`config.mk`:
```
export PLATFORM = sky130hd
export DESIGN_NAME = fill_ctrl_flat
export DESIGN_NICKNAME = d
export VERILOG_FILES = /design/src/logic/cache_word_pkg.sv /design/src/logic/cache_geom_pkg.sv /design/src/logic/cache_ifs.sv /design/src/logic/fill_ctrl.sv /design/src/flat_wrapper.sv
export SDC_FILE = /design/constraint.sdc
export NUM_CORES = 1
export LEC_CHECK = 0
export BUFFER_PORTS_ARGS = -buffer_cell sky130_fd_sc_hd__buf_2
export CORE_MARGIN = 5
export CORE_UTILIZATION = 39
export CTS_CLUSTER_SIZE = 28
export DETAILED_ROUTE_END_ITERATION = 12
export PLACE_DENSITY = 0.72
export RECOVER_POWER = 100
export SYNTH_ARGS = -nofsm -noshare
export SYNTH_HDL_FRONTEND = slang
export SYNTH_SLANG_ARGS = --single-unit
```
`constraint.sdc`:
```
create_clock -name clk -period 1.13 [get_ports clk]
set_input_delay 0.113 -clock clk [delete_from_list [all_inputs] [get_ports clk]]
set_output_delay 0.113 -clock clk [all_outputs]
set_load 0.02 [all_outputs]
```
`src/logic/cache_word_pkg.sv`:
```
// stored word format
`default_nettype none

package cache_word_pkg;

  localparam int num_lanes = 4;
  localparam int lane_width = 9;              // byte plus parity
  localparam int data_width = 32;

  // even parity bit above its byte
  typedef struct packed {
    logic par;
    logic [lane_width-2:0] data;
  } lane_t;

  // same 36 bits seen flat by the ram, per lane by parity logic
  typedef union packed {
    logic [num_lanes*lane_width-1:0] flat;
    lane_t [num_lanes-1:0] lanes;
  } stored_word_u;

  typedef logic [num_lanes-1:0] lane_vec_t;

endpackage

`default_nettype wire

```
`src/logic/cache_geom_pkg.sv`:
```
// cache geometry constants
`default_nettype none

package cache_geom_pkg;

  localparam int num_ways = 4;
  localparam int num_sets = 32;

  localparam int index_width = 5;
  localparam int tag_width = 8;

  // tag sits above the set index
  localparam int addr_width = tag_width + index_width;

  typedef logic [num_ways-1:0] way_vec_t;     // one bit per way
  typedef logic [index_width-1:0] index_t;
  typedef logic [tag_width-1:0] tag_t;

endpackage

`default_nettype wire
```
`src/logic/cache_ifs.sv`:
```
// internal cache interfaces
`default_nettype none

// staged request, fill controller to tag lookup
interface stage_if;
  import cache_geom_pkg::*;
  import cache_word_pkg::*;

  logic valid;                                // one-cycle strobe
  logic init;                                 // zero all ways at index
  index_t index;
  tag_t tag;
  stored_word_u word;
  lane_vec_t lane_en;

  modport source (output valid, init, index, tag, word, lane_en);
  modport sink (input valid, init, index, tag, word, lane_en);
endinterface


`default_nettype wire

```
`src/logic/fill_ctrl.sv`:
```
// fill controller
`default_nettype none

module fill_ctrl (
  input  logic clk,
  input  logic rst,
  input  logic write_wen,
  input  logic [cache_geom_pkg::addr_width-1:0] write_addr,
  input  logic [cache_word_pkg::data_width-1:0] write_data,
  input  cache_word_pkg::lane_vec_t write_ben,
  input  cache_word_pkg::lane_vec_t write_par_inject,
  output logic ready,
  stage_if.source stage
);
  import cache_geom_pkg::*;
  import cache_word_pkg::*;

  localparam int byte_width = data_width / num_lanes;

  logic sweeping;
  index_t init_cnt;
  index_t wr_index;
  tag_t wr_tag;
  stored_word_u wr_word;

  assign wr_index = write_addr[index_width-1:0];
  assign wr_tag = write_addr[addr_width-1:index_width];

  assign ready = ~sweeping;

  // even parity per byte, optionally flipped for error injection
  always_comb begin
    for (int i = 0; i < num_lanes; i++) begin
      wr_word.lanes[i].data = write_data[i*byte_width +: byte_width];
      wr_word.lanes[i].par = (^write_data[i*byte_width +: byte_width]) ^ write_par_inject[i];
    end
  end

  always_ff @(posedge clk) begin
    if (rst) begin
      sweeping <= 1'b1;
      init_cnt <= '0;
      stage.valid <= 1'b0;
      stage.init <= 1'b0;
    end else begin
      stage.valid <= sweeping | write_wen;   // writes dropped while sweeping
      stage.init <= sweeping;
      if (sweeping) begin
        init_cnt <= init_cnt + 1'b1;
        if (init_cnt == index_t'(num_sets - 1))
          sweeping <= 1'b0;
      end
    end
  end

  // request payload
  always_ff @(posedge clk) begin
    if (sweeping) begin
      stage.index <= init_cnt;
      stage.word <= '0;
      stage.lane_en <= '1;
    end else begin
      stage.index <= wr_index;
      stage.word <= wr_word;
      stage.lane_en <= write_ben;
    end
    stage.tag <= wr_tag;
  end

endmodule

`default_nettype wire

```
`src/flat_wrapper.sv`:
```
// flat-port wrapper written by rule: the top's interface ports become plain ports
module fill_ctrl_flat import cache_geom_pkg::*; import cache_word_pkg::*;
  (clk, rst, write_wen, write_addr, write_data, write_ben, write_par_inject, ready, stage_valid, stage_init, stage_index, stage_tag, stage_word, stage_lane_en);
  stage_if stage_i ();
  input  logic clk;
  input  logic rst;
  input  logic write_wen;
  input  logic [cache_geom_pkg::addr_width-1:0] write_addr;
  input  logic [cache_word_pkg::data_width-1:0] write_data;
  input  cache_word_pkg::lane_vec_t write_ben;
  input  cache_word_pkg::lane_vec_t write_par_inject;
  output logic ready;
  output wire logic [$bits(stage_i.valid)-1:0] stage_valid;
  output wire logic [$bits(stage_i.init)-1:0] stage_init;
  output wire logic [$bits(stage_i.index)-1:0] stage_index;
  output wire logic [$bits(stage_i.tag)-1:0] stage_tag;
  output wire logic [$bits(stage_i.word)-1:0] stage_word;
  output wire logic [$bits(stage_i.lane_en)-1:0] stage_lane_en;
  assign stage_valid = stage_i.valid;
  assign stage_init = stage_i.init;
  assign stage_index = stage_i.index;
  assign stage_tag = stage_i.tag;
  assign stage_word = stage_i.word;
  assign stage_lane_en = stage_i.lane_en;
  fill_ctrl u_core (.clk(clk), .rst(rst), .write_wen(write_wen), .write_addr(write_addr), .write_data(write_data), .write_ben(write_ben), .write_par_inject(write_par_inject), .ready(ready), .stage(stage_i));
endmodule
```
Word-level counts from Yosys, hierarchy flattened. Index checks and enable logic that the tools add are counted.

Add/sub/neg operators: 1. Reductions and logical operators: 4. Multiplexer cells: 3. Bitwise operators: 6. Equality and inequality tests: 1.

Operators by type and width (count): $reduce_xor 8->1 (4); $add 5x1->5 const B (1); $eq 5x5->1 const B (1); $mux 5 (1); $xor 1x1->1 (4); $mux 1 (2); $not 1->1 (1); $or 1x1->1 (1).

Input bits: 56. Bits in registers: 61. Output and inout bits: 56.

Longest topological paths before layout.
Depth after elaboration: 3. Mapped depth: 5. Mapped depth without buffers: 5.

Worst setup path before layout. OpenSTA, ideal clock, no wires.

Kind: register to register. Start point: reg u_core.init_cnt[0]. End point: reg u_core.init_cnt[4]. Path buffers: 0. Arrival time: 1.109 ns. Cell stages (with the launch flop): 6. Path slack: -0.103 ns. Path through: dfxtp_1 ha_1 and3_1 ha_1 mux2i_1 nor2_1.

Word-level cells in the longest chain between the ends: 1.

Ends and longest elaborated chain: start, declared (RTL line fill_ctrl.sv:21) `index_t init_cnt;`; start signal, assigned (RTL line fill_ctrl.sv:49) `init_cnt <= init_cnt + 1'b1;`; $add 5x1->5 (RTL line fill_ctrl.sv:49).

No other way between the ends. A chain may end at the register's enable or synchronous reset.

Worst setup path in the final report. Ends and elaborated chain as after synthesis.

==> results.md <==
* Global-route wire length before repair at 6.962 mm
* Power per standard cell area at 1501 nW/um2
* Post-Syn Instances at 160
* Synth-to-Final Area Change at 57.64%
* Crit-path cells: ha_4 -> and3_4 -> ha_4 -> mux2i_1 -> nor2_1
* Worst slew margin at 87.02%
* Worst endpoint required time at 1350 ps
* CTS tree: yes
* Clock tree buffer depth at 2
* Root buffer cell: clkbuf_8
* Startpoint types: register
* YS warnings at 0
* Wire per inst at around 12 um
* H-tree Lvls at 3
* Worst setup margin at -20.70 ps
* Via count at 1,592
* Crit-path most repeated cell: ha_4
* Core ar. at roughly 5000 um2
* Max-slew violations at 0
* RSZ-0062 raised after global routing: yes
* Fmax at 869.0 MHz
* Critical path type: register to register
* Share of layout cells above drive strength 1 at 47.91%
* Nets at 364
* Slowest CP cell: dfxtp_2
* Total clock sinks at 61
* Peak supply drop at 0.001142 V
* # diodes at 0
* GRT Overall Usage at 14.11%
* Placed cells at 343
* Hold Path Class: primary input to register
* Remaining antenna violation count after routing at 0
* Crit path largest cell delay at 360 ps
* Failing checks: negative setup slack
* Starting Density at 40.04%
* Num CTS Buffers at 9
* DR vias/cell at 4.178
* # IOs at approximately 110
* CP max FO at 2
* Die area at 6754 um2
* Least-Margin Pin Slew at 193.3 ps
* Number of cell rows at 26
* Worst skew pair latency at ~330 ps
* Synthesized area at 2032 um2
* Largest net degree at the start of global routing at 30
* Port Buf Inserts at 111
* Synth unique cells at 19
* Final Cycle Share at 101.8%
* Detailed placement HPWL at between 3 and 4 mm
* Crit path time final at 1151 ps
* Power Total at 4.809 mW
* Status: finished, violations left
* Routability cong. at 0.7688
* DR pass1 iterations at 4
* Seq/Total Area, Yosys at between 60% and 70%
* Vias in the first global route at 1,539
* WL final at 4.721 mm
* Global route overflow at 0
* Yosys reg bits at just over 60
* Crit path buffers/inverters at 0
* # setup viols final at 1
* Worst setup EP type: register
* Max Cap Violations at 0
* Leak at approximately 1.6 nW
* Drc violations at 0
* Syn Nets at 218
* Cell Count, Final, Fillers Out at 381
* Die Wd at 82.18 um
* Crit path arrival time at 1370 ps
* Hold Vio Cnt, Final at 0
* Initial antenna violation count at 0
* Clock-pin slew on the worst setup and hold paths at about 70 ps
* Clock Skew at 6.192 ps
* Syn avg cell area at 12.70 um2
* Die Ht at 82.18 um
* Cell family with most CP delay: flip-flops
* Detailed Route Iter0 Violations at 20
==> placed cells by master (no fill, tap or decap) <==
master	n
bufinv_16	2
xnor2_1	9
mux2_1	5
mux2i_1	6
nand4_1	1
buf_4	11
nor2_1	8
xnor3_1	8
ha_4	2
clkinvlp_4	1
xor2_1	6
inv_6	1
dfxtp_1	58
nor2b_1	28
nor2b_2	4
clkinv_4	1
clkbuf_8	10
dlygate4sd3_1	18
clkbuf_1	1
buf_6	1
nand2_1	5
buf_12	1
or2_1	8
dfxtp_4	1
buf_2	109
clkinv_2	2
and3_4	1
o21bai_1	1
dfxtp_2	2
==> power breakdown <==
part | switching [mW] | internal, mW | total (mW) | leakage (nW)
clock network | 0.824 | 1.30 | 2.12 | 0.112
logic | 0.174 | 0.313 | 0.486 | 0.986
registers | 0.0148 | 2.19 | 2.20 | 0.497
==> layer usage <==
metal	track usage (%)	up-vias	part of all wire [%]
met5	0	-	0
met4	8.638	0	2.4
met3	4.338	11	9.4
met2	24.52	69	51
met1	14.79	715	37
li1	-	797	-
==> path summary, 6_finish.rpt <==
kind / cells past startpoint / from / end / slack [ps]
setup / recovery: 5 / u_core.init_cnt[0] / u_core.init_cnt[4] / -20
hold / removal: 2 / write_data[20] / u_core.stage.word[22] / 20
setup reg to reg: 5 / u_core.init_cnt[0] / u_core.init_cnt[4] / -20
hold reg to reg: 1 / u_core.init_cnt[3] / u_core.stage.index[3] / 550
==> layout make-up <==
class                   instances  area, um2
fillers                       431       1872
flip-flops and latches         61       1227
repair buffers                141      843.3
multi-input cells              92      812.0
clock buffers                  10      137.6
well taps                      70      87.58
clock inverters                 6      86.33
inverters                       1      8.758
==> per-stage QoR <==
stage / TNS, ps / area (um2) / hold slack [ps] / setup WS, ps / utilization, %
floorplan: -54.93 / 2036 / 140.7 / -54.93 / -
global placement: -50.18 / 2728 / 215.9 / -50.18 / 53.75
detailed placement: -76.11 / 2728 / 216.6 / -76.11 / 53.75
CTS: -37.58 / 3172 / 1.176 / -37.58 / 62.50
global route: -72.95 / 3203 / 11.08 / -72.95 / 63.12
finish: -20.70 / 3203 / 17.52 / -20.70 / 63.12
==> kinds of logic (layout without fill, tap and decap cells) <==
family,Yosys count,count (layout),share of synthesized area [%]
compound gates,1,1,0.3696
xor+xnor,23,23,15.33
fa+ha+maj,2,2,1.231
buf+inv,7,158,1.416
flops,61,61,60.10
mux,11,11,5.727
simple gates,55,55,15.83
==> Yosys cell counts <==
| master | number | share of area (%) |
|---|---|---|
| and3_1 | 1 | 0.31 |
| buf_1 | 1 | 0.18 |
| buf_2 | 2 | 0.49 |
| clkbuf_1 | 3 | 0.55 |
| dfxtp_1 | 61 | 60 |
| ha_1 | 2 | 1.2 |
| inv_2 | 1 | 0.18 |
| mux2_1 | 5 | 2.8 |
| mux2i_1 | 6 | 3.0 |
| nand2_1 | 5 | 0.92 |
| nand4_1 | 1 | 0.31 |
| nor2_1 | 8 | 1.5 |
| nor2b_1 | 28 | 8.6 |
| nor2b_2 | 4 | 1.7 |
| o21bai_1 | 1 | 0.37 |
| or2_1 | 8 | 2.5 |
| xnor2_1 | 9 | 3.9 |
| xnor3_1 | 8 | 8.9 |
| xor2_1 | 6 | 2.6 |
==> worst reg2reg max path: stages (launching register included) <==
cell,delay (ps)
dfxtp_2,360
ha_4,140
and3_4,180
ha_4,190
mux2i_1,130
nor2_1,60
==> registers in the layout, indices dropped and copies added (netlist names) <==
register / flops
u_core.stage.word: 36
u_core.stage.tag: 8
u_core.init_cnt: 5
u_core.stage.index: 5
u_core.stage.lane_en: 4
u_core.stage.init: 1
u_core.stage.valid: 1
u_core.sweeping: 1
==> repair_timing <==
action | in CTS | in global routing
endpoints found under the setup margin | 2 | 2
endpoints found under the hold margin | 18 | 0
hold buffers | 18 | 0
resized for setup | 8 | 1
buffers inserted | 1 | 3
pin swaps | 2 | 3
(Power assumes the default switching activity.)
