$ cat config.mk
export PLATFORM = sky130hd
export DESIGN_NAME = read_merge
export DESIGN_NICKNAME = d
export VERILOG_FILES = /design/src/logic/cache_word_pkg.sv /design/src/logic/cache_geom_pkg.sv /design/src/logic/read_merge.sv
export SDC_FILE = /design/constraint.sdc
export NUM_CORES = 1
export LEC_CHECK = 0
export BUFFER_PORTS_ARGS = -buffer_cell sky130_fd_sc_hd__buf_2
export CELL_PAD_IN_SITES_DETAIL_PLACEMENT = 1
export CELL_PAD_IN_SITES_GLOBAL_PLACEMENT = 2
export CORE_ASPECT_RATIO = 2
export CORE_MARGIN = 5
export CORE_UTILIZATION = 13
export DETAILED_ROUTE_END_ITERATION = 8
export PLACE_DENSITY_LB_ADDON = 0.12
export SLEW_MARGIN = 20
export SYNTH_ARGS = -nofsm -noshare
export SYNTH_HDL_FRONTEND = slang
export SYNTH_SLANG_ARGS = --single-unit
$ cat constraint.sdc
create_clock -name vclk -period 3.8
set_input_delay 0.57 -clock vclk [all_inputs]
set_output_delay 0.57 -clock vclk [all_outputs]
set_load 0.05 [all_outputs]
$ cat src/logic/cache_word_pkg.sv
// stored word format
`default_nettype none

package cache_word_pkg;

  localparam int num_lanes = 4;
  localparam int lane_width = 9;              // byte plus parity
  localparam int data_width = 32;

  // even parity bit above its byte
  typedef struct packed {
    logic par;
    logic [lane_width-2:0] data;
  } lane_t;

  // same 36 bits seen flat by the ram, per lane by parity logic
  typedef union packed {
    logic [num_lanes*lane_width-1:0] flat;
    lane_t [num_lanes-1:0] lanes;
  } stored_word_u;

  typedef logic [num_lanes-1:0] lane_vec_t;

endpackage

`default_nettype wire

$ cat src/logic/cache_geom_pkg.sv
// cache geometry constants
`default_nettype none

package cache_geom_pkg;

  localparam int num_ways = 4;
  localparam int num_sets = 32;

  localparam int index_width = 5;
  localparam int tag_width = 8;

  // tag sits above the set index
  localparam int addr_width = tag_width + index_width;

  typedef logic [num_ways-1:0] way_vec_t;     // one bit per way
  typedef logic [index_width-1:0] index_t;
  typedef logic [tag_width-1:0] tag_t;

endpackage

`default_nettype wire
$ cat src/logic/read_merge.sv
// read merge and parity check
`default_nettype none

module read_merge (
  input  cache_geom_pkg::way_vec_t hit_a,
  input  cache_geom_pkg::way_vec_t hit_b,
  input  cache_word_pkg::stored_word_u way_data_a [cache_geom_pkg::num_ways],
  input  cache_word_pkg::stored_word_u way_data_b [cache_geom_pkg::num_ways],
  output logic [cache_word_pkg::data_width-1:0] read_a_data,
  output logic [cache_word_pkg::data_width-1:0] read_b_data,
  output logic read_a_err,
  output logic read_b_err
);
  import cache_geom_pkg::*;
  import cache_word_pkg::*;

  localparam int byte_width = data_width / num_lanes;

  stored_word_u merged_a;
  stored_word_u merged_b;

  // or of the hitting ways, zero on a miss
  function automatic stored_word_u merge_ways(input way_vec_t hit,
                                              input stored_word_u words [num_ways]);
    stored_word_u acc;
    acc = '0;
    for (int w = 0; w < num_ways; w++) begin
      if (hit[w])
        acc.flat = acc.flat | words[w].flat;
    end
    return acc;
  endfunction

  function automatic logic [data_width-1:0] strip_par(input stored_word_u word);
    logic [data_width-1:0] d;
    for (int i = 0; i < num_lanes; i++)
      d[i*byte_width +: byte_width] = word.lanes[i].data;
    return d;
  endfunction

  function automatic logic lane_err(input stored_word_u word);
    lane_vec_t odd;
    for (int i = 0; i < num_lanes; i++)
      odd[i] = ^word.lanes[i];    // even parity expected
    return |odd;
  endfunction

  assign merged_a = merge_ways(hit_a, way_data_a);
  assign merged_b = merge_ways(hit_b, way_data_b);

  assign read_a_data = strip_par(merged_a);
  assign read_b_data = strip_par(merged_b);
  assign read_a_err = lane_err(merged_a);
  assign read_b_err = lane_err(merged_b);

endmodule

`default_nettype wire

# After elaboration in Yosys (flattened, before gate mapping)
# Index checks and enable logic that the tools add are counted.
[totals]
regBits = 0
input_bits = 296
output_inout_bits = 66
[classes]
mux = 8
bitwise_logic = 6
reduce_logical = 10
[ops]
columns = ["op", "count"]
rows = [
  ["36-bit two-way mux", 8],
  ["36-bit bitwise OR", 6],
  ["9-bit parity", 8],
  ["4-bit OR reduction", 2],
]

# Longest topological paths before layout
# Gate-level depths: netlist of the first run.
[logic_depth]
depth_word = 9
depth_mapped = 9
mapped_depth_nobuf = 6

# Least setup slack after synthesis of the first run
# Ideal clock, no wire load.
[synth_path]
path_type = "input-to-output"
start = "input port hit_a[0]"
end = "output port read_a_err"
t_arrival_ns = 2.642
path_slack_ns = 0.588
cell_stages = 9
path_buffers = 3
path_cell_list = "buf_6 buf_6 buf_2 a22oi_1 nand2_1 xnor2_1 xnor3_1 xnor2_1 nand4_1"
[synth_via]
elab_chain_len = 9
[synth_lines]
columns = ["element", "line_no", "rtl"]
rows = [
  ["start: declaration", "read_merge.sv:5", "input cache_geom_pkg::way_vec_t hit_a,"],
  ["36-bit two-way mux (*)", "read_merge.sv:28", "if (hit[w])"],
  ["36-bit bitwise OR", "read_merge.sv:29", "acc.flat = acc.flat | words[w].flat;"],
  ["36-bit two-way mux (*)", "read_merge.sv:28", ""],
  ["36-bit bitwise OR", "read_merge.sv:29", ""],
  ["36-bit two-way mux (*)", "read_merge.sv:28", ""],
  ["36-bit bitwise OR", "read_merge.sv:29", ""],
  ["36-bit two-way mux (*)", "read_merge.sv:28", ""],
  ["via read_a_data (one bit)", "read_merge.sv:9", "output logic [cache_word_pkg::data_width-1:0] read_a_data,"],
  ["9-bit parity (*)", "read_merge.sv:44", "odd[i] = ^word.lanes[i];"],
  ["4-bit OR reduction (*)", "read_merge.sv:45", "return |odd;"],
  ["end: declaration", "read_merge.sv:11", "output logic read_a_err,"],
]
# The timed path passes the listed nets; every way through them passes the cells marked *.

# Worst setup path in the final report of the first run
[layout_path]
start = "input port hit_a[2]"
end = "output port read_a_err"
[layout_via]
elab_chain_len = 5
[layout_lines]
columns = ["element", "line_no"]
rows = [
  ["36-bit two-way mux (*)", "read_merge.sv:28"],
  ["36-bit bitwise OR", "read_merge.sv:29"],
  ["36-bit two-way mux (*)", "read_merge.sv:28"],
  ["9-bit parity", "read_merge.sv:44"],
  ["4-bit OR reduction (*)", "read_merge.sv:45"],
]
# Every way passes the cells marked *; elsewhere a longest branch is shown, timed or not.

==> results of run 1 <==
## through the flow
stage                     setup slack [ns]  utilization, %  cell area [um2]  power [W]  hold WS, ns
after floorplan                      0.588               -             2250   0.000643         1.55
after global routing                 0.418            24.2             4150    0.00101         1.65
after detailed placement             0.534            24.1             4150   0.000965         1.61
after CTS                            0.525            24.1             4150   0.000969         1.62
after global placement               0.526            24.1             4150   0.000967         1.62
final                                0.597            24.2             4150   0.000945         1.62
## power by group through the flow
stage | Clock (W) | Sequential (W) | Combinational (W)
3_5_place_dp | 0 | 0 | 0.000965
2_1_floorplan | 0 | 0 | 0.000643
3_3_place_gp | 0 | 0 | 0.000967
4_1_cts | 0 | 0 | 0.000969
5_1_grt | 0.0000000000704 | 0 | 0.00101
6_report | 0.0000000000705 | 0 | 0.000945
## cell type report
cell class / count / area (um2) / area share, %
repair buffers: 371 / 1880 / 45.3
multi-input cells: 266 / 2000 / 48.3
diodes: 2 / 5.00 / 0.121
well taps: 210 / 263 / 6.33
## path summary, 6_finish.rpt
check,from,end,slack (ns),cells after the start
max,hit_a[2],read_a_err,0.60,9
min,way_data_b[101],read_b_data[26],1.62,4
## worst max-delay path, cell delays in order
cell and delay (ns):
buf_2 0.44, buf_4 0.31, a22oi_1 0.11, nand2_1 0.12, xnor2_1 0.14, xnor3_1 0.42, xnor2_1 0.16, nand4_1 0.10
buf_2 0.23
## metal layers
layer / vias up / GRT usage (%)
met1: 1800 / 14.3
met5: - / 0
met4: 2 / 1.44
met2: 263 / 32.5
met3: 12 / 4.91
li1: 1861 / -
## layout by cell type (no fill, tap or decap), drive strengths merged
cell	synthesis	layout
a221oi	8	8
a22o	8	8
a22oi	128	128
buf	28	371
diode	0	2
nand2	64	64
nand4	2	2
xnor2	32	32
xnor3	8	8
xor2	16	16
## kinds of logic after synthesis
kind of cell	Yosys count
AOI/OAI and AO/OA	144
and+or+nand+nor	66
xor gates and xnor gates	56
buffers and inverters	32
==> results.cfg, run 1 <==
[timing]
period_share_pct = 84.3
tns_ns = 0
max_freq_ghz = 0.312
layout_min_cycle_time_ns = 3.20
rsz0062_at_grt = false
slew_violations = 0
hold_viol_final = 0
relSlewSlack_pct = 52.0
tightest_slew_ns = 0.720
setup_violations = 0

[die]
rows = 68
fp.dieH_um = 196
pin_count = 362
die_w_um = 103
start_util_pct = 13.1
die-area_um2 = 20200
core_um2 = 17200

[drt]
ant_nets = 0
avgViaCountPerCell = 4.64
drt-pass1-iter-count = 6
wl_met3_um = 2040
vias = 3938
wl_met2_um = 9860
drt-total-wl_um = 17500
top_layer = met5
wl_met1_um = 5380
drtIter0Drc = 65
drcViolationCount = 0
avgRoutedWirePerCell_um = 20.6

[power]
net-switching-power_w = 0.000563
p_clk_share_pct = 0
p_leak_nw = 2.25
power.density_nw_per_um2 = 228
p_comb_share_pct = 100.0
internal-power_w = 0.000382
p_sw_share_pct = 59.6
ir_worst_vdd_mv = 0.172
seq_power_share_pct = 0

[logic_synthesis]
synthesis.area_um2 = 2250
synth_top_family_by_area = compound AO/OA/AOI/OAI gates
synthMuxAreaShare_pct = 0
synthXorXnorAreaFrac_pct = 26.7
yosysWarnings = 0
synth.most_common_cell = a22oi_1
synth_fp_nets = 594
synth-compound-area-share_pct = 51.1
synth_top_area_share_pct = 42.7
synth_cell_type_count = 12
synth.area.top_cells = a22oi_1 (43%), xnor2_1 (12%), nand2_1 (11%)
synth_common_cells = a22oi_1 (128), nand2_1 (64), xnor2_1 (32), xor2_1 (16), buf_6 (14)
synthSimpleGateAreaFrac_pct = 11.2
ys_seq_area_share_pct = 0
syn_inst = 298
avgSynthCellArea_um2 = 7.56
synth.largest_area_cell = a22oi_1
synth_fa_ha_area_share_pct = 0

[worst_setup_path]
cp.arrival_ns = 2.63
required_ns = 3.23
path_class = in2out
critPathMaxFanout = 24
cp-start-kind = input pin
cp-end-kind = primary output

[placement]
portBuffers = 362
dpl.hpwl_um = 15600
gp_congestion = 0.778
dp_cells = 847

[global_routing]
grt_max_degree = 33
grt_overflow = 0
grtUsageTotal_pct = 15.6
antenna_found_initial = 5
grt_first_pass_wirelength_um = 24400
first_global_vias = 4391

[final_layout]
seq_cells = 0
drive_gt1_share_pct = 59.5
syn_to_final_growth_pct = 84.3
n_clock_buffer = 0
layout.nets = 935
fill_cells = 2254
final_cells = 849
seq_area_um2 = 0

[cts]
cts_setup_buffers = 0
cts_resized = 0
hold_buffers = 0

[job]
cap_violations = 0

[worst_hold_path]
hp-class = in2out

[run_status]
status = finished clean
No activity file was read; power rests on OpenSTA's default activity.
==> inputs of run 2 (changes only) <==
--- a/config.mk
+++ b/config.mk
@@ -5,12 +5,13 @@
 export SDC_FILE = /design/constraint.sdc
 export NUM_CORES = 1
 export LEC_CHECK = 0
+export ABC_AREA = 1
 export BUFFER_PORTS_ARGS = -buffer_cell sky130_fd_sc_hd__buf_2
 export CELL_PAD_IN_SITES_DETAIL_PLACEMENT = 1
 export CELL_PAD_IN_SITES_GLOBAL_PLACEMENT = 2
 export CORE_ASPECT_RATIO = 2
 export CORE_MARGIN = 5
-export CORE_UTILIZATION = 13
+export CORE_UTILIZATION = 15
 export DETAILED_ROUTE_END_ITERATION = 8
 export PLACE_DENSITY_LB_ADDON = 0.12
 export SLEW_MARGIN = 20
==> constraint.sdc (replaced) <==
create_clock -name vclk -period 3
set_input_delay 0.45 -clock vclk [all_inputs]
set_output_delay 0.45 -clock vclk [all_outputs]
set_load 0.05 [all_outputs]
==> run 2 against run 1 <==
  * Design area rose by 43%
  * First-iteration DRC count rose by 94%
  * Area after synthesis rose by 71%
  * Highest routed layer unchanged
  * Utilization fell by 0.76 points
  * Wire length rose by 26%
  * Worst setup slack got worse by 0.26 ns
  * Die area rose by 44%
  * Non-clock buffer count rose by 3
  * Global-route usage fell by 1.5 points
  * Sequential cell count did not move
==> results.cfg, run 2 <==
[timing]
max_freq_ghz = 0.376
layout_min_cycle_time_ns = 2.66
period_share_pct = 88.8
rsz0062_at_grt = false
tns_ns = 0
hold_viol_final = 0
setup_violations = 0
relSlewSlack_pct = 78.9
tightest_slew_ns = 0.314
slew_violations = 0

[run_status]
status = finished clean

[power]
internal-power_w = 0.000435
p_clk_share_pct = 0
p_leak_nw = 4.00
seq_power_share_pct = 0
p_sw_share_pct = 66.9
net-switching-power_w = 0.000880
power.density_nw_per_um2 = 221
p_comb_share_pct = 100.0
ir_worst_vdd_mv = 0.0758

[global_routing]
antenna_found_initial = 8
first_global_vias = 6557
grt_max_degree = 37
grtUsageTotal_pct = 14.1
grt_overflow = 0
grt_first_pass_wirelength_um = 33400

[worst_hold_path]
hp-class = in2out

[final_layout]
post-route-util_pct = 23.4
layout.nets = 1530
final_cell_mix = nand2_1 (605), buf_2 (362), inv_1 (83), nor2_1 (38), inv_2 (22)
drive_gt1_share_pct = 36.2
seq_area_um2 = 0
final_common_cell = nand2_1
n_clock_buffer = 0
syn_to_final_growth_pct = 55.0
fin_area_um2 = 5950
seq_cells = 0

[logic_synthesis]
syn_inst = 888
synth.area.top_cells = nand2_1 (59%), inv_1 (8.1%), buf_6 (6.5%)
synthesis.area_um2 = 3840
avgSynthCellArea_um2 = 4.32
synth_fp_nets = 1184
synth.largest_area_cell = nand2_1
yosysWarnings = 0
synth_top_area_share_pct = 59.1
ys_seq_area_share_pct = 0
synth.most_common_cell = nand2_1
synth_common_cells = nand2_1 (605), inv_1 (83), nor2_1 (38), buf_6 (22), inv_2 (22)
synth_cell_type_count = 21

[worst_setup_path]
required_ns = 2.55
cp-end-kind = primary output
path_class = in2out
critPathMaxFanout = 11
cp-start-kind = input pin
cp.arrival_ns = 2.21

[placement]
portBuffers = 362
place_area_um2 = 5940
dpl.hpwl_um = 19300
gp_congestion = 0.786

[drt]
ant_nets = 0
avgRoutedWirePerCell_um = 13.9
drt-total-wl_um = 22000
wl_met1_um = 9160
wl_met2_um = 10800
drt-pass1-iter-count = 4
drtIter0Drc = 126
vias = 6330
drcViolationCount = 0
top_layer = met5
wl_met3_um = 1870
avgViaCountPerCell = 4.01

[job]
cap_violations = 0

[die]
fp.dieH_um = 236
pin_count = 362
die_w_um = 123
core_um2 = 25400
rows = 83
start_util_pct = 15.1
die-area_um2 = 29100

[cts]
cts_setup_buffers = 0
cts_resized = 0
hold_buffers = 0
==> run 2: cell types whose count changed after synthesis, sizes merged, moves of 15 or more <==
cell / change
a22oi: -128
inv: +105
nand2: +564
xor2: -16
xnor2: -32
nand3: +20
nor2: +64
nand4: +15
==> run 2: critical path: stages <==
cell and delay, ns:
buf_2 0.09, buf_4 0.19, inv_1 0.15, o21ai_0 0.32, inv_1 0.09, nand2_1 0.09, nand2_1 0.06, nand2_1 0.08
inv_1 0.04, nand2_1 0.07, nand2_1 0.05, nand2_1 0.05, nand2_1 0.05, nand2_1 0.06, inv_1 0.04, nand2_1 0.05
buf_2 0.27
==> run 2: cell families after synthesis <==
kind of cell | Yosys count | synth area share [%]
buffers and inverters | 136 | 18.2
and+or+nand+nor | 735 | 79.3
AOI/OAI and AO/OA | 17 | 2.41
==> run 2: final timing paths <==
path             from         endpoint  slack, ns  cells past startpoint
max          hit_a[3]       read_a_err       0.34                     17
min   way_data_a[101]  read_a_data[26]       1.42                      4
==> run 2: cell type report <==
cell class / instances / area [um2]
fillers: 3587 / 19500
inverters: 106 / 398
diodes: 5 / 12.5
multi-input cells: 752 / 3140
repair buffers: 374 / 1980
well taps: 340 / 425
==> run 2: stage by stage <==
step | power, W | hold slack, ns | instances | setup WS (ns)
2_1_floorplan | 0.000899 | 1.21 | 888 | 0.271
6_report | 0.00132 | 1.42 | 1577 | 0.337
3_3_place_gp | 0.00133 | 1.42 | 1572 | 0.366
5_1_grt | 0.00148 | 1.47 | 1577 | 0.0757
3_5_place_dp | 0.00134 | 1.42 | 1572 | 0.302
4_1_cts | 0.00135 | 1.42 | 1572 | 0.302
==> run 2: power by group through the flow <==
stage               combinational, W       clock [W]  sequential (W)
floorplan                   0.000899               0               0
global placement             0.00133               0               0
detailed placement           0.00134               0               0
CTS                          0.00135               0               0
global route                 0.00148  0.000000000223               0
finish                       0.00132  0.000000000223               0
==> run 2: metal layers <==
layer	track usage [%]	vias to the layer above
met5	0	-
met1	17.2	2775
met4	1.28	6
met2	25.8	222
met3	2.90	12
li1	-	3315
