==> config.mk <==
export PLATFORM = sky130hd
export DESIGN_NAME = data_way_ram_flat
export DESIGN_NICKNAME = d
export VERILOG_FILES = /design/src/logic/cache_word_pkg.sv /design/src/logic/cache_geom_pkg.sv /design/src/logic/cache_ifs.sv /design/src/logic/data_way_ram.sv /design/src/flat_wrapper.sv
export SDC_FILE = /design/constraint.sdc
export NUM_CORES = 1
export LEC_CHECK = 0
export BUFFER_PORTS_ARGS = -buffer_cell sky130_fd_sc_hd__buf_2
export CAP_MARGIN = 40
export CELL_PAD_IN_SITES_DETAIL_PLACEMENT = 2
export CELL_PAD_IN_SITES_GLOBAL_PLACEMENT = 2
export CORE_ASPECT_RATIO = 1.75
export CORE_MARGIN = 2
export CORE_UTILIZATION = 46
export CTS_CLUSTER_DIAMETER = 30
export DETAILED_ROUTE_END_ITERATION = 16
export HOLD_SLACK_MARGIN = 0.08
export PLACE_DENSITY_LB_ADDON = 0.3
export SETUP_SLACK_MARGIN = 0.1
export SLEW_MARGIN = 25
export SYNTH_ARGS = -nofsm -noshare
export SYNTH_HDL_FRONTEND = slang
export SYNTH_SLANG_ARGS = --single-unit
export TNS_END_PERCENT = 30
==> constraint.sdc <==
create_clock -name clk -period 2.02 [get_ports clk]
set_input_delay 0.505 -clock clk [delete_from_list [all_inputs] [get_ports clk]]
set_output_delay 0.505 -clock clk [all_outputs]
set_load 0.1 [all_outputs]
==> src/logic/cache_word_pkg.sv <==
// stored word format
`default_nettype none

package cache_word_pkg;

  localparam int num_lanes = 4;
  localparam int lane_width = 9;              // byte plus parity
  localparam int data_width = 32;

  // even parity bit above its byte
  typedef struct packed {
    logic par;
    logic [lane_width-2:0] data;
  } lane_t;

  // same 36 bits seen flat by the ram, per lane by parity logic
  typedef union packed {
    logic [num_lanes*lane_width-1:0] flat;
    lane_t [num_lanes-1:0] lanes;
  } stored_word_u;

  typedef logic [num_lanes-1:0] lane_vec_t;

endpackage

`default_nettype wire

==> src/logic/cache_geom_pkg.sv <==
// cache geometry constants
`default_nettype none

package cache_geom_pkg;

  localparam int num_ways = 4;
  localparam int num_sets = 32;

  localparam int index_width = 5;
  localparam int tag_width = 8;

  // tag sits above the set index
  localparam int addr_width = tag_width + index_width;

  typedef logic [num_ways-1:0] way_vec_t;     // one bit per way
  typedef logic [index_width-1:0] index_t;
  typedef logic [tag_width-1:0] tag_t;

endpackage

`default_nettype wire
==> src/logic/cache_ifs.sv <==
// internal cache interfaces
`default_nettype none


// committed write into the data ways
interface way_wr_if;
  import cache_geom_pkg::*;
  import cache_word_pkg::*;

  way_vec_t way_wen;
  index_t index;
  stored_word_u word;
  lane_vec_t lane_en;

  modport source (output way_wen, index, word, lane_en);
  modport sink (input way_wen, index, word, lane_en);
endinterface

// both read requests as taken from the top ports
interface rd_req_if;
  import cache_geom_pkg::*;

  logic a_en;
  index_t a_index;
  tag_t a_tag;
  logic b_en;
  index_t b_index;
  tag_t b_tag;

  modport lookup (input a_en, a_index, a_tag, b_en, b_index, b_tag);
endinterface

`default_nettype wire

==> src/logic/data_way_ram.sv <==
// data memory of one way
`default_nettype none

module data_way_ram #(
  parameter int way = 0
) (
  input  logic clk,
  input  logic rst,
  rd_req_if.lookup rd,
  way_wr_if.sink wr,
  output cache_word_pkg::stored_word_u data_a,
  output cache_word_pkg::stored_word_u data_b
);
  import cache_geom_pkg::*;
  import cache_word_pkg::*;

  logic [num_lanes*lane_width-1:0] mem [num_sets];

  index_t a_addr_q;
  index_t b_addr_q;

  // async read through registered addresses
  assign data_a.flat = mem[a_addr_q];
  assign data_b.flat = mem[b_addr_q];

  always_ff @(posedge clk) begin
    if (rst) begin
      a_addr_q <= '0;
      b_addr_q <= '0;
    end else begin
      if (rd.a_en)
        a_addr_q <= rd.a_index;
      if (rd.b_en)
        b_addr_q <= rd.b_index;
    end
  end

  // lane masked write
  always_ff @(posedge clk) begin
    if (wr.way_wen[way]) begin
      for (int i = 0; i < num_lanes; i++) begin
        if (wr.lane_en[i])
          mem[wr.index][i*lane_width +: lane_width] <= wr.word.flat[i*lane_width +: lane_width];
      end
    end
  end

endmodule

`default_nettype wire

==> src/flat_wrapper.sv <==
// flat-port wrapper written by rule: the top's interface ports become plain ports
module data_way_ram_flat import cache_geom_pkg::*; import cache_word_pkg::*;
#(
  parameter int way = 0
)
  (clk, rst, data_a, data_b, rd_a_en, rd_a_index, rd_a_tag, rd_b_en, rd_b_index, rd_b_tag, wr_way_wen, wr_index, wr_word, wr_lane_en);
  rd_req_if rd_i ();
  way_wr_if wr_i ();
  input  logic clk;
  input  logic rst;
  output cache_word_pkg::stored_word_u data_a;
  output cache_word_pkg::stored_word_u data_b;
  input wire logic [$bits(rd_i.a_en)-1:0] rd_a_en;
  input wire logic [$bits(rd_i.a_index)-1:0] rd_a_index;
  input wire logic [$bits(rd_i.a_tag)-1:0] rd_a_tag;
  input wire logic [$bits(rd_i.b_en)-1:0] rd_b_en;
  input wire logic [$bits(rd_i.b_index)-1:0] rd_b_index;
  input wire logic [$bits(rd_i.b_tag)-1:0] rd_b_tag;
  input wire logic [$bits(wr_i.way_wen)-1:0] wr_way_wen;
  input wire logic [$bits(wr_i.index)-1:0] wr_index;
  input wire logic [$bits(wr_i.word)-1:0] wr_word;
  input wire logic [$bits(wr_i.lane_en)-1:0] wr_lane_en;
  assign rd_i.a_en = rd_a_en;
  assign rd_i.a_index = rd_a_index;
  assign rd_i.a_tag = rd_a_tag;
  assign rd_i.b_en = rd_b_en;
  assign rd_i.b_index = rd_b_index;
  assign rd_i.b_tag = rd_b_tag;
  assign wr_i.way_wen = wr_way_wen;
  assign wr_i.index = wr_index;
  assign wr_i.word = wr_word;
  assign wr_i.lane_en = wr_lane_en;
  data_way_ram #(.way(way)) u_core (.clk(clk), .rst(rst), .rd(rd_i), .wr(wr_i), .data_a(data_a), .data_b(data_b));
endmodule
==> results.md, run 1 <==
- The run stopped with a tool error.
- The stage where the flow stopped is 5_1_grt.
- The first error in the log reads "[ERROR DPL-0033] detailed placement checks failed during check placement".
- The root cell of the clock tree is clkbuf_16.
- After synthesis the netlist holds a flip-flop and latch count of 1172.
- After the last repair the worst path ends at an output port.
- For this design the top-level I/O count stands at around 150.
- The initial utilization of the core area, before any placement, comes to a little under half.
- Detailed placement finished with a half-perimeter wire length of ~150 mm.
- The Yosys step of the flow raised 0 warnings.
- Row generation in the floorplan step produced 169 rows.
- The synthesized net count is between 4k and 5k.
- The distinct cell type count of the synthesized netlist is 25.
- The final estimated routing congestion in global placement is 0.8493.
- The synthesized netlist occupies a cell area of 0.05595 mm^2.
- The portion of the post-synthesis area used by sequential elements is 62.55%.
- The floorplan step set the die height to 465.4 um.
- The global-route repair_timing pass left the worst setup endpoint at data_b[1].
- The die is 267.6 um wide.
- Each instance of the synthesized netlist takes up on average 14.02 um^2.
- Buffers placed on the I/O ports in this run total 131.
- TritonCTS created 179 clock buffers.
- The clock tree buffer depth is 3.
- The number of H-tree branching levels is 4.
- The count of clock tree sinks is 1172.
- The number of antenna violations at the first check in global routing came to 14.
- The largest net degree at the start of global routing is 36.
- The number of instances in the synthesized netlist is about 4k.
[cell usage after synthesis]
cell	count	area, um^2
a21oi_1	216	1081
a22o_1	144	1261
a22oi_1	216	1622
a31oi_1	72	450.4
and2_1	3	18.77
and3_1	1	6.260
and3b_1	2	17.52
buf_1	40	150.1
buf_2	63	315.3
buf_4	46	345.3
buf_6	56	630.6
clkbuf_1	91	341.6
clkbuf_4	6	45.04
dfxtp_1	20	400.4
edfxtp_1	1152	34590
mux2i_1	1162	11630
nand2_1	255	957.2
nand2b_1	4	25.02
nand3_1	216	1081
nor2_1	140	525.5
nor2_2	2	12.51
nor2b_1	6	37.54
nor3_1	73	365.4
nor3b_1	3	22.52
or2_1	2	12.51
[what timing repair did]
item | CTS
hold buffers | 8
resized for setup | 373
setup buffers | 45
pin swaps | 64
hold endpoints to repair | 10
endpoints found under the setup margin | 72
cloned | 14
[through the flow]
stage	instances	setup slack [ns]	utilization, %	instance area (um^2)	hold WS (ns)
2_1_floorplan	3991	-0.1040	-	57430	0.4633
3_3_place_gp	5932	-0.5100	54.29	65660	0.4903
3_5_place_dp	5932	-0.6129	54.29	65660	0.5059
4_1_cts	6333	-1.458	61.92	74890	0.09820
[cells by family after synthesis]
logic type	share of synthesized area [%]
buf+inv	3.267
mux	20.79
compound gates	7.890
simple gates	5.508
flops	62.55
==> run 2: changes to the inputs <==
--- a/config.mk
+++ b/config.mk
@@ -7,16 +7,10 @@
 export LEC_CHECK = 0
 export BUFFER_PORTS_ARGS = -buffer_cell sky130_fd_sc_hd__buf_2
 export CAP_MARGIN = 40
-export CELL_PAD_IN_SITES_DETAIL_PLACEMENT = 2
-export CELL_PAD_IN_SITES_GLOBAL_PLACEMENT = 2
-export CORE_ASPECT_RATIO = 1.75
 export CORE_MARGIN = 2
-export CORE_UTILIZATION = 46
-export CTS_CLUSTER_DIAMETER = 30
+export CORE_UTILIZATION = 40
 export DETAILED_ROUTE_END_ITERATION = 16
-export HOLD_SLACK_MARGIN = 0.08
-export PLACE_DENSITY_LB_ADDON = 0.3
-export SETUP_SLACK_MARGIN = 0.1
+export PLACE_DENSITY_LB_ADDON = 0.15
 export SLEW_MARGIN = 25
 export SYNTH_ARGS = -nofsm -noshare
 export SYNTH_HDL_FRONTEND = slang
==> results.md, run 2 <==
- In this run the critical register-to-register path is launched from u_core.b_addr_q[1]$_SDFFE_PP0P_.
- Summed over all nets, the switching power comes to 16.00 mW.
- Wire segments on met3 add up to 10.43 mm in the final route.
- Data arrives at the worst endpoint at about 2.8 ns.
- The register ranked first by flip-flop count is u_core.mem.
- Counting I/O delays and the setup requirement, the final critical path takes 3.311 ns.
- The first global-routing pass estimated 263.2 mm of wire.
- The hold violation count in the final report came to 0.
- The library cell occupying the most area in the post-synthesis netlist is edfxtp_1 (unchanged).
- At the end of the flow, the number of nets in the layout was 4671.
- The leftover overflow at the end of global routing is 0.
- For the final database, setup skew stands at about 0.0094 ns.
- The register with the most flip-flops in the layout has 1152 of them.
- The kind of end point of the critical path is an output pin.
- The first-pass iteration count of the detailed router is 6.
- The most common cell in the synthesized netlist is mux2i_1 (unchanged).
- The starting density of the core is 40.20% (was 46.26%).
- The post-detailed-placement half-perimeter wirelength came to 119.4 mm (was 154.0 mm).
- The final estimated routing congestion in global placement was 0.8539 (was 0.8493).
- The number of synthesized flops with an enable pin is 1152 (unchanged).
- The final reports fail on negative setup slack.
- The type of the setup path with the least slack is flip-flop to output pin.
- The tightest min-delay check is of the input port to flip-flop type.
- The root cell of the clock tree is clkbuf_16 (unchanged).
- The worst-case register-to-register setup slack is 1.03 ns.
- The count of clock tree sinks came to 1172 (unchanged).
- The most common cell after layout, fill and taps aside is edfxtp_1.
- The synthesis warning total is 0 (unchanged).
- For this run, design rule violations remaining after detail routing come to 0.
- The combined flip-flop and latch cell area is 0.03501 mm^2.
- In the detailed route, the total length drawn on met2 is 89.02 mm.
- Status: complete, but fails checks (was stopped before the end).
- After detailed routing, the wire length on met1 is 83.27 mm.
- The highest routing layer actually used is met5.
- The number of buffers added on ports is 131 (unchanged).
- The number of primary I/O pins came to 151 (unchanged).
- Across all setup checks in the final design, the least slack found is -1.291 ns.
- In this run, the clock network consumes between 30% and 40% of the power.
- The netlist area before placement is 0.05595 mm^2 (unchanged).
- The part of the cycle the worst path needs is 163.9%.
- The share of the synthesized area in the top cell type came to 61.83% (unchanged).
- The cell row count is 137 (was 169).
- Measured against its own limit, the worst slew margin works out to a little under three fifths.
- Adding up every negative setup slack in the final design gives -84.81 ns.
- In this run switching power makes up 26.37% of total power.
- The most frequent cell on the critical path is buf_16.
- The number of clock buffers inserted by TritonCTS came to 133 (was 179).
- The number of H-tree branching levels is 4 (unchanged).
- In this run, the number of DRC markers left after iteration 0 of detailed routing was roughly 3.2k.
- The portion of the post-synthesis area used by sequential elements is 62.55% (unchanged).
- The die covers 0.1429 mm^2.
- The power per unit of standard cell area is 828.0 mW/mm^2.
- Among all stages on the critical path, the largest delay is contributed by dfxtp_4.
- The multi-input combinational cells in the finished layout cover a total of 0.02150 mm^2.
- In the final routed layout, each cell accounts on average for approximately 29 um.
- Most frequent cells after synthesis: mux2i_1 (1162), edfxtp_1 (1152), nand2_1 (255) (unchanged).
- The die span in x is 378.0 um (was 267.6 um).
- The total of fill cells in the finished design is around 12k.
- The synthesized area per cell is 14.02 um^2 (unchanged).
- The count of cell instances traversed by the critical path is 11.
- Cells with a size suffix above 1 make up 25.95% of the layout.
- The final number of max-transition violations is 0.
- The prevailing post-synth register cell was edfxtp_1 (unchanged).
- STA classifies the critical path startpoint as a flip-flop.
- The top cell types in the final layout, fill and taps aside, are edfxtp_1 (1152), mux2i_1 (1131), buf_4 (344), buf_12 (259), nand2_1 (253).
- The clock latency at the later pin of the worst-skew pair is ~0.77 ns.
- Global routing used 25.61% of the available tracks.
- The overall die height is 378.0 um (was 465.4 um).
- The maximum fanout encountered on the critical timing path is 8.
- For this block, the via count after detailed routing is between 30k and 40k.
- The via count of the first global-routing pass is 37.67k.
- In the final layout, the registers with the most flip-flops are u_core.mem: 1152 flops, u_core.a_addr_q: 5 flops, u_core.b_addr_q: 5 flops.
- The worst-case IR drop observed on VDD is 0.0005809 V.
- From synthesis to final layout, the design area changed by 30.94%.
- The tightest hold path in the finished design has a slack of roughly 0.068 ns.
- Data on the critical path is required at its endpoint by 1.51 ns.
- For this design the static power due to leakage is 24.45 nW.
- The flop and latch count out of synthesis is 1172 (unchanged).
- Per report_power, the sequential group accounts for 44.5% of the total.
- Setup repair after global routing could not meet its margin everywhere.
- Setup violations remaining at the end of the flow were counted as 72.
- Timing would allow up to 302.1 MHz.
- TritonCTS built the clock tree.
- The number of nets with antenna violations after routing is 0.
- The clock tree buffer depth was 3 (unchanged).
- The count of cells along the worst register-to-register path is 2.
- The aggregate routed wire length is 188.3 mm.
- The clock transition at the registers of the reported paths is around 0.060 ns.
- The post-synthesis async set-or-reset flop share is 0% (unchanged).
- The tool flagged a number of max-cap violations equal to 0.
- The measured slew at the worst slew-check pin is 0.6601 ns.
- The largest net degree at the start of global routing is 33.
- The internal portion of the total power is 44.66 mW.
- The combinational power share is between 10% and 20%.
- The number of instances in the synthesized netlist came to 3991 (unchanged).
- The capturing element of the worst setup path is data_a[26].
- The distinct cell type count of the synthesized netlist was 25 (unchanged).
- The worst stage delay on the critical path is 0.37 ns.
- The synthesized net count is 4070 (unchanged).
- Traced cell by cell, the critical path runs through buf_12 > buf_16 > buf_16 > buf_16 > buf_4 > buf_4 > mux2i_2 > a21oi_2 > a31oi_4 > nand3_4 > buf_12.
- Dividing the detail-routed via count by the number of cells gives 5.780.
- The number of buffers and inverters on the critical path is 7.
- Ranking of synthesized cells by area: edfxtp_1 (62%), mux2i_1 (21%), a22oi_1 (2.9%) (unchanged).
- The core outline area is between 0.1 and 0.15 mm^2.
- The number of antenna violations at the first check in global routing is 4.
- The cell family with the largest share of critical-path delay is buffers and inverters.
-- run 2: cell counts after synthesis --
Identical to the previous run, type by type.
-- run 2: cells by family (layout without fill, tap and decap cells) --
kind of cell | after synthesis | count (layout) | share of synthesized area [%]
flops | 1172 | 1172 | 62.55
mux | 1162 | 1162 | 20.79
simple gates | 707 | 707 | 5.508
compound gates | 648 | 648 | 7.890
buf+inv | 302 | 1008 | 3.267
other cells | 0 | 1 | 0
-- run 2: layout make-up --
cell class | instances | share of cell area, %
clock inverter | 72 | 0.8506
tap | 1876 | 3.204
antenna | 1 | 0.003416
sequential | 1172 | 47.80
timing repair buffer | 768 | 13.94
clock buffer | 168 | 4.866
multi-input combinational | 2517 | 29.34
-- run 2: worst min-delay path by stage --
stage,depth (start not counted),end,startpoint
final,2,u_core.b_addr_q[3]$_SDFFE_PP0P_,rst
after global routing,3,u_core.a_addr_q[4]$_SDFFE_PP0P_,rd_a_index[4]
after CTS,2,u_core.b_addr_q[3]$_SDFFE_PP0P_,rst
after detailed placement,2,flip-flop,u_core.b_addr_q[3]$_SDFFE_PP0P_
after global placement,2,u_core.b_addr_q[3]$_SDFFE_PP0P_,u_core.b_addr_q[3]$_SDFFE_PP0P_
after floorplan,2,flip-flop,u_core.b_addr_q[1]$_SDFFE_PP0P_
-- run 2: metal layers --
layer	track usage, %	vias to the layer above
met5	0	-
met4	8.404	4
met3	3.370	269
met2	41.62	1202
met1	35.47	19670
li1	-	16850
-- run 2: stage by stage --
| step | area (um^2) | power [mW] | cells | utilization (%) | setup WS [ns] |
|---|---|---|---|---|---|
| CTS | 71870 | 60.71 | 6514 | 51.64 | -1.327 |
| global route | 73250 | 62.40 | 6573 | 52.63 | -1.352 |
| detailed placement | 66060 | 36.72 | 6234 | 47.46 | -0.5824 |
| floorplan | 57430 | 32.87 | 3991 | - | -0.1040 |
| finish | 73260 | 60.65 | 6574 | 52.63 | -1.291 |
| global placement | 66060 | 36.69 | 6234 | 47.46 | -0.6114 |
-- run 2: power groups by stage --
| stage | Sequential, mW | Clock, mW | Combinational [mW] |
|---|---|---|---|
| 6_report | 27.0 | 23.6 | 10.1 |
| 5_1_grt | 27.0 | 24.9 | 10.5 |
| 4_1_cts | 27.0 | 23.9 | 9.79 |
| 3_5_place_dp | 27.5 | 0 | 9.23 |
| 3_3_place_gp | 27.5 | 0 | 9.21 |
| 2_1_floorplan | 27.5 | 0 | 5.40 |
-- run 2: timing repair --
action | CTS | global route
buffers inserted | 20 | 50
resized for setup | 155 | 133
endpoints found under the setup margin | 72 | 72
hold endpoints to repair | 2 | 0
pin swaps | 48 | 91
gates cloned | 19 | 20
hold buffers | 1 | 0
No activity file was read; power rests on OpenSTA's default activity.
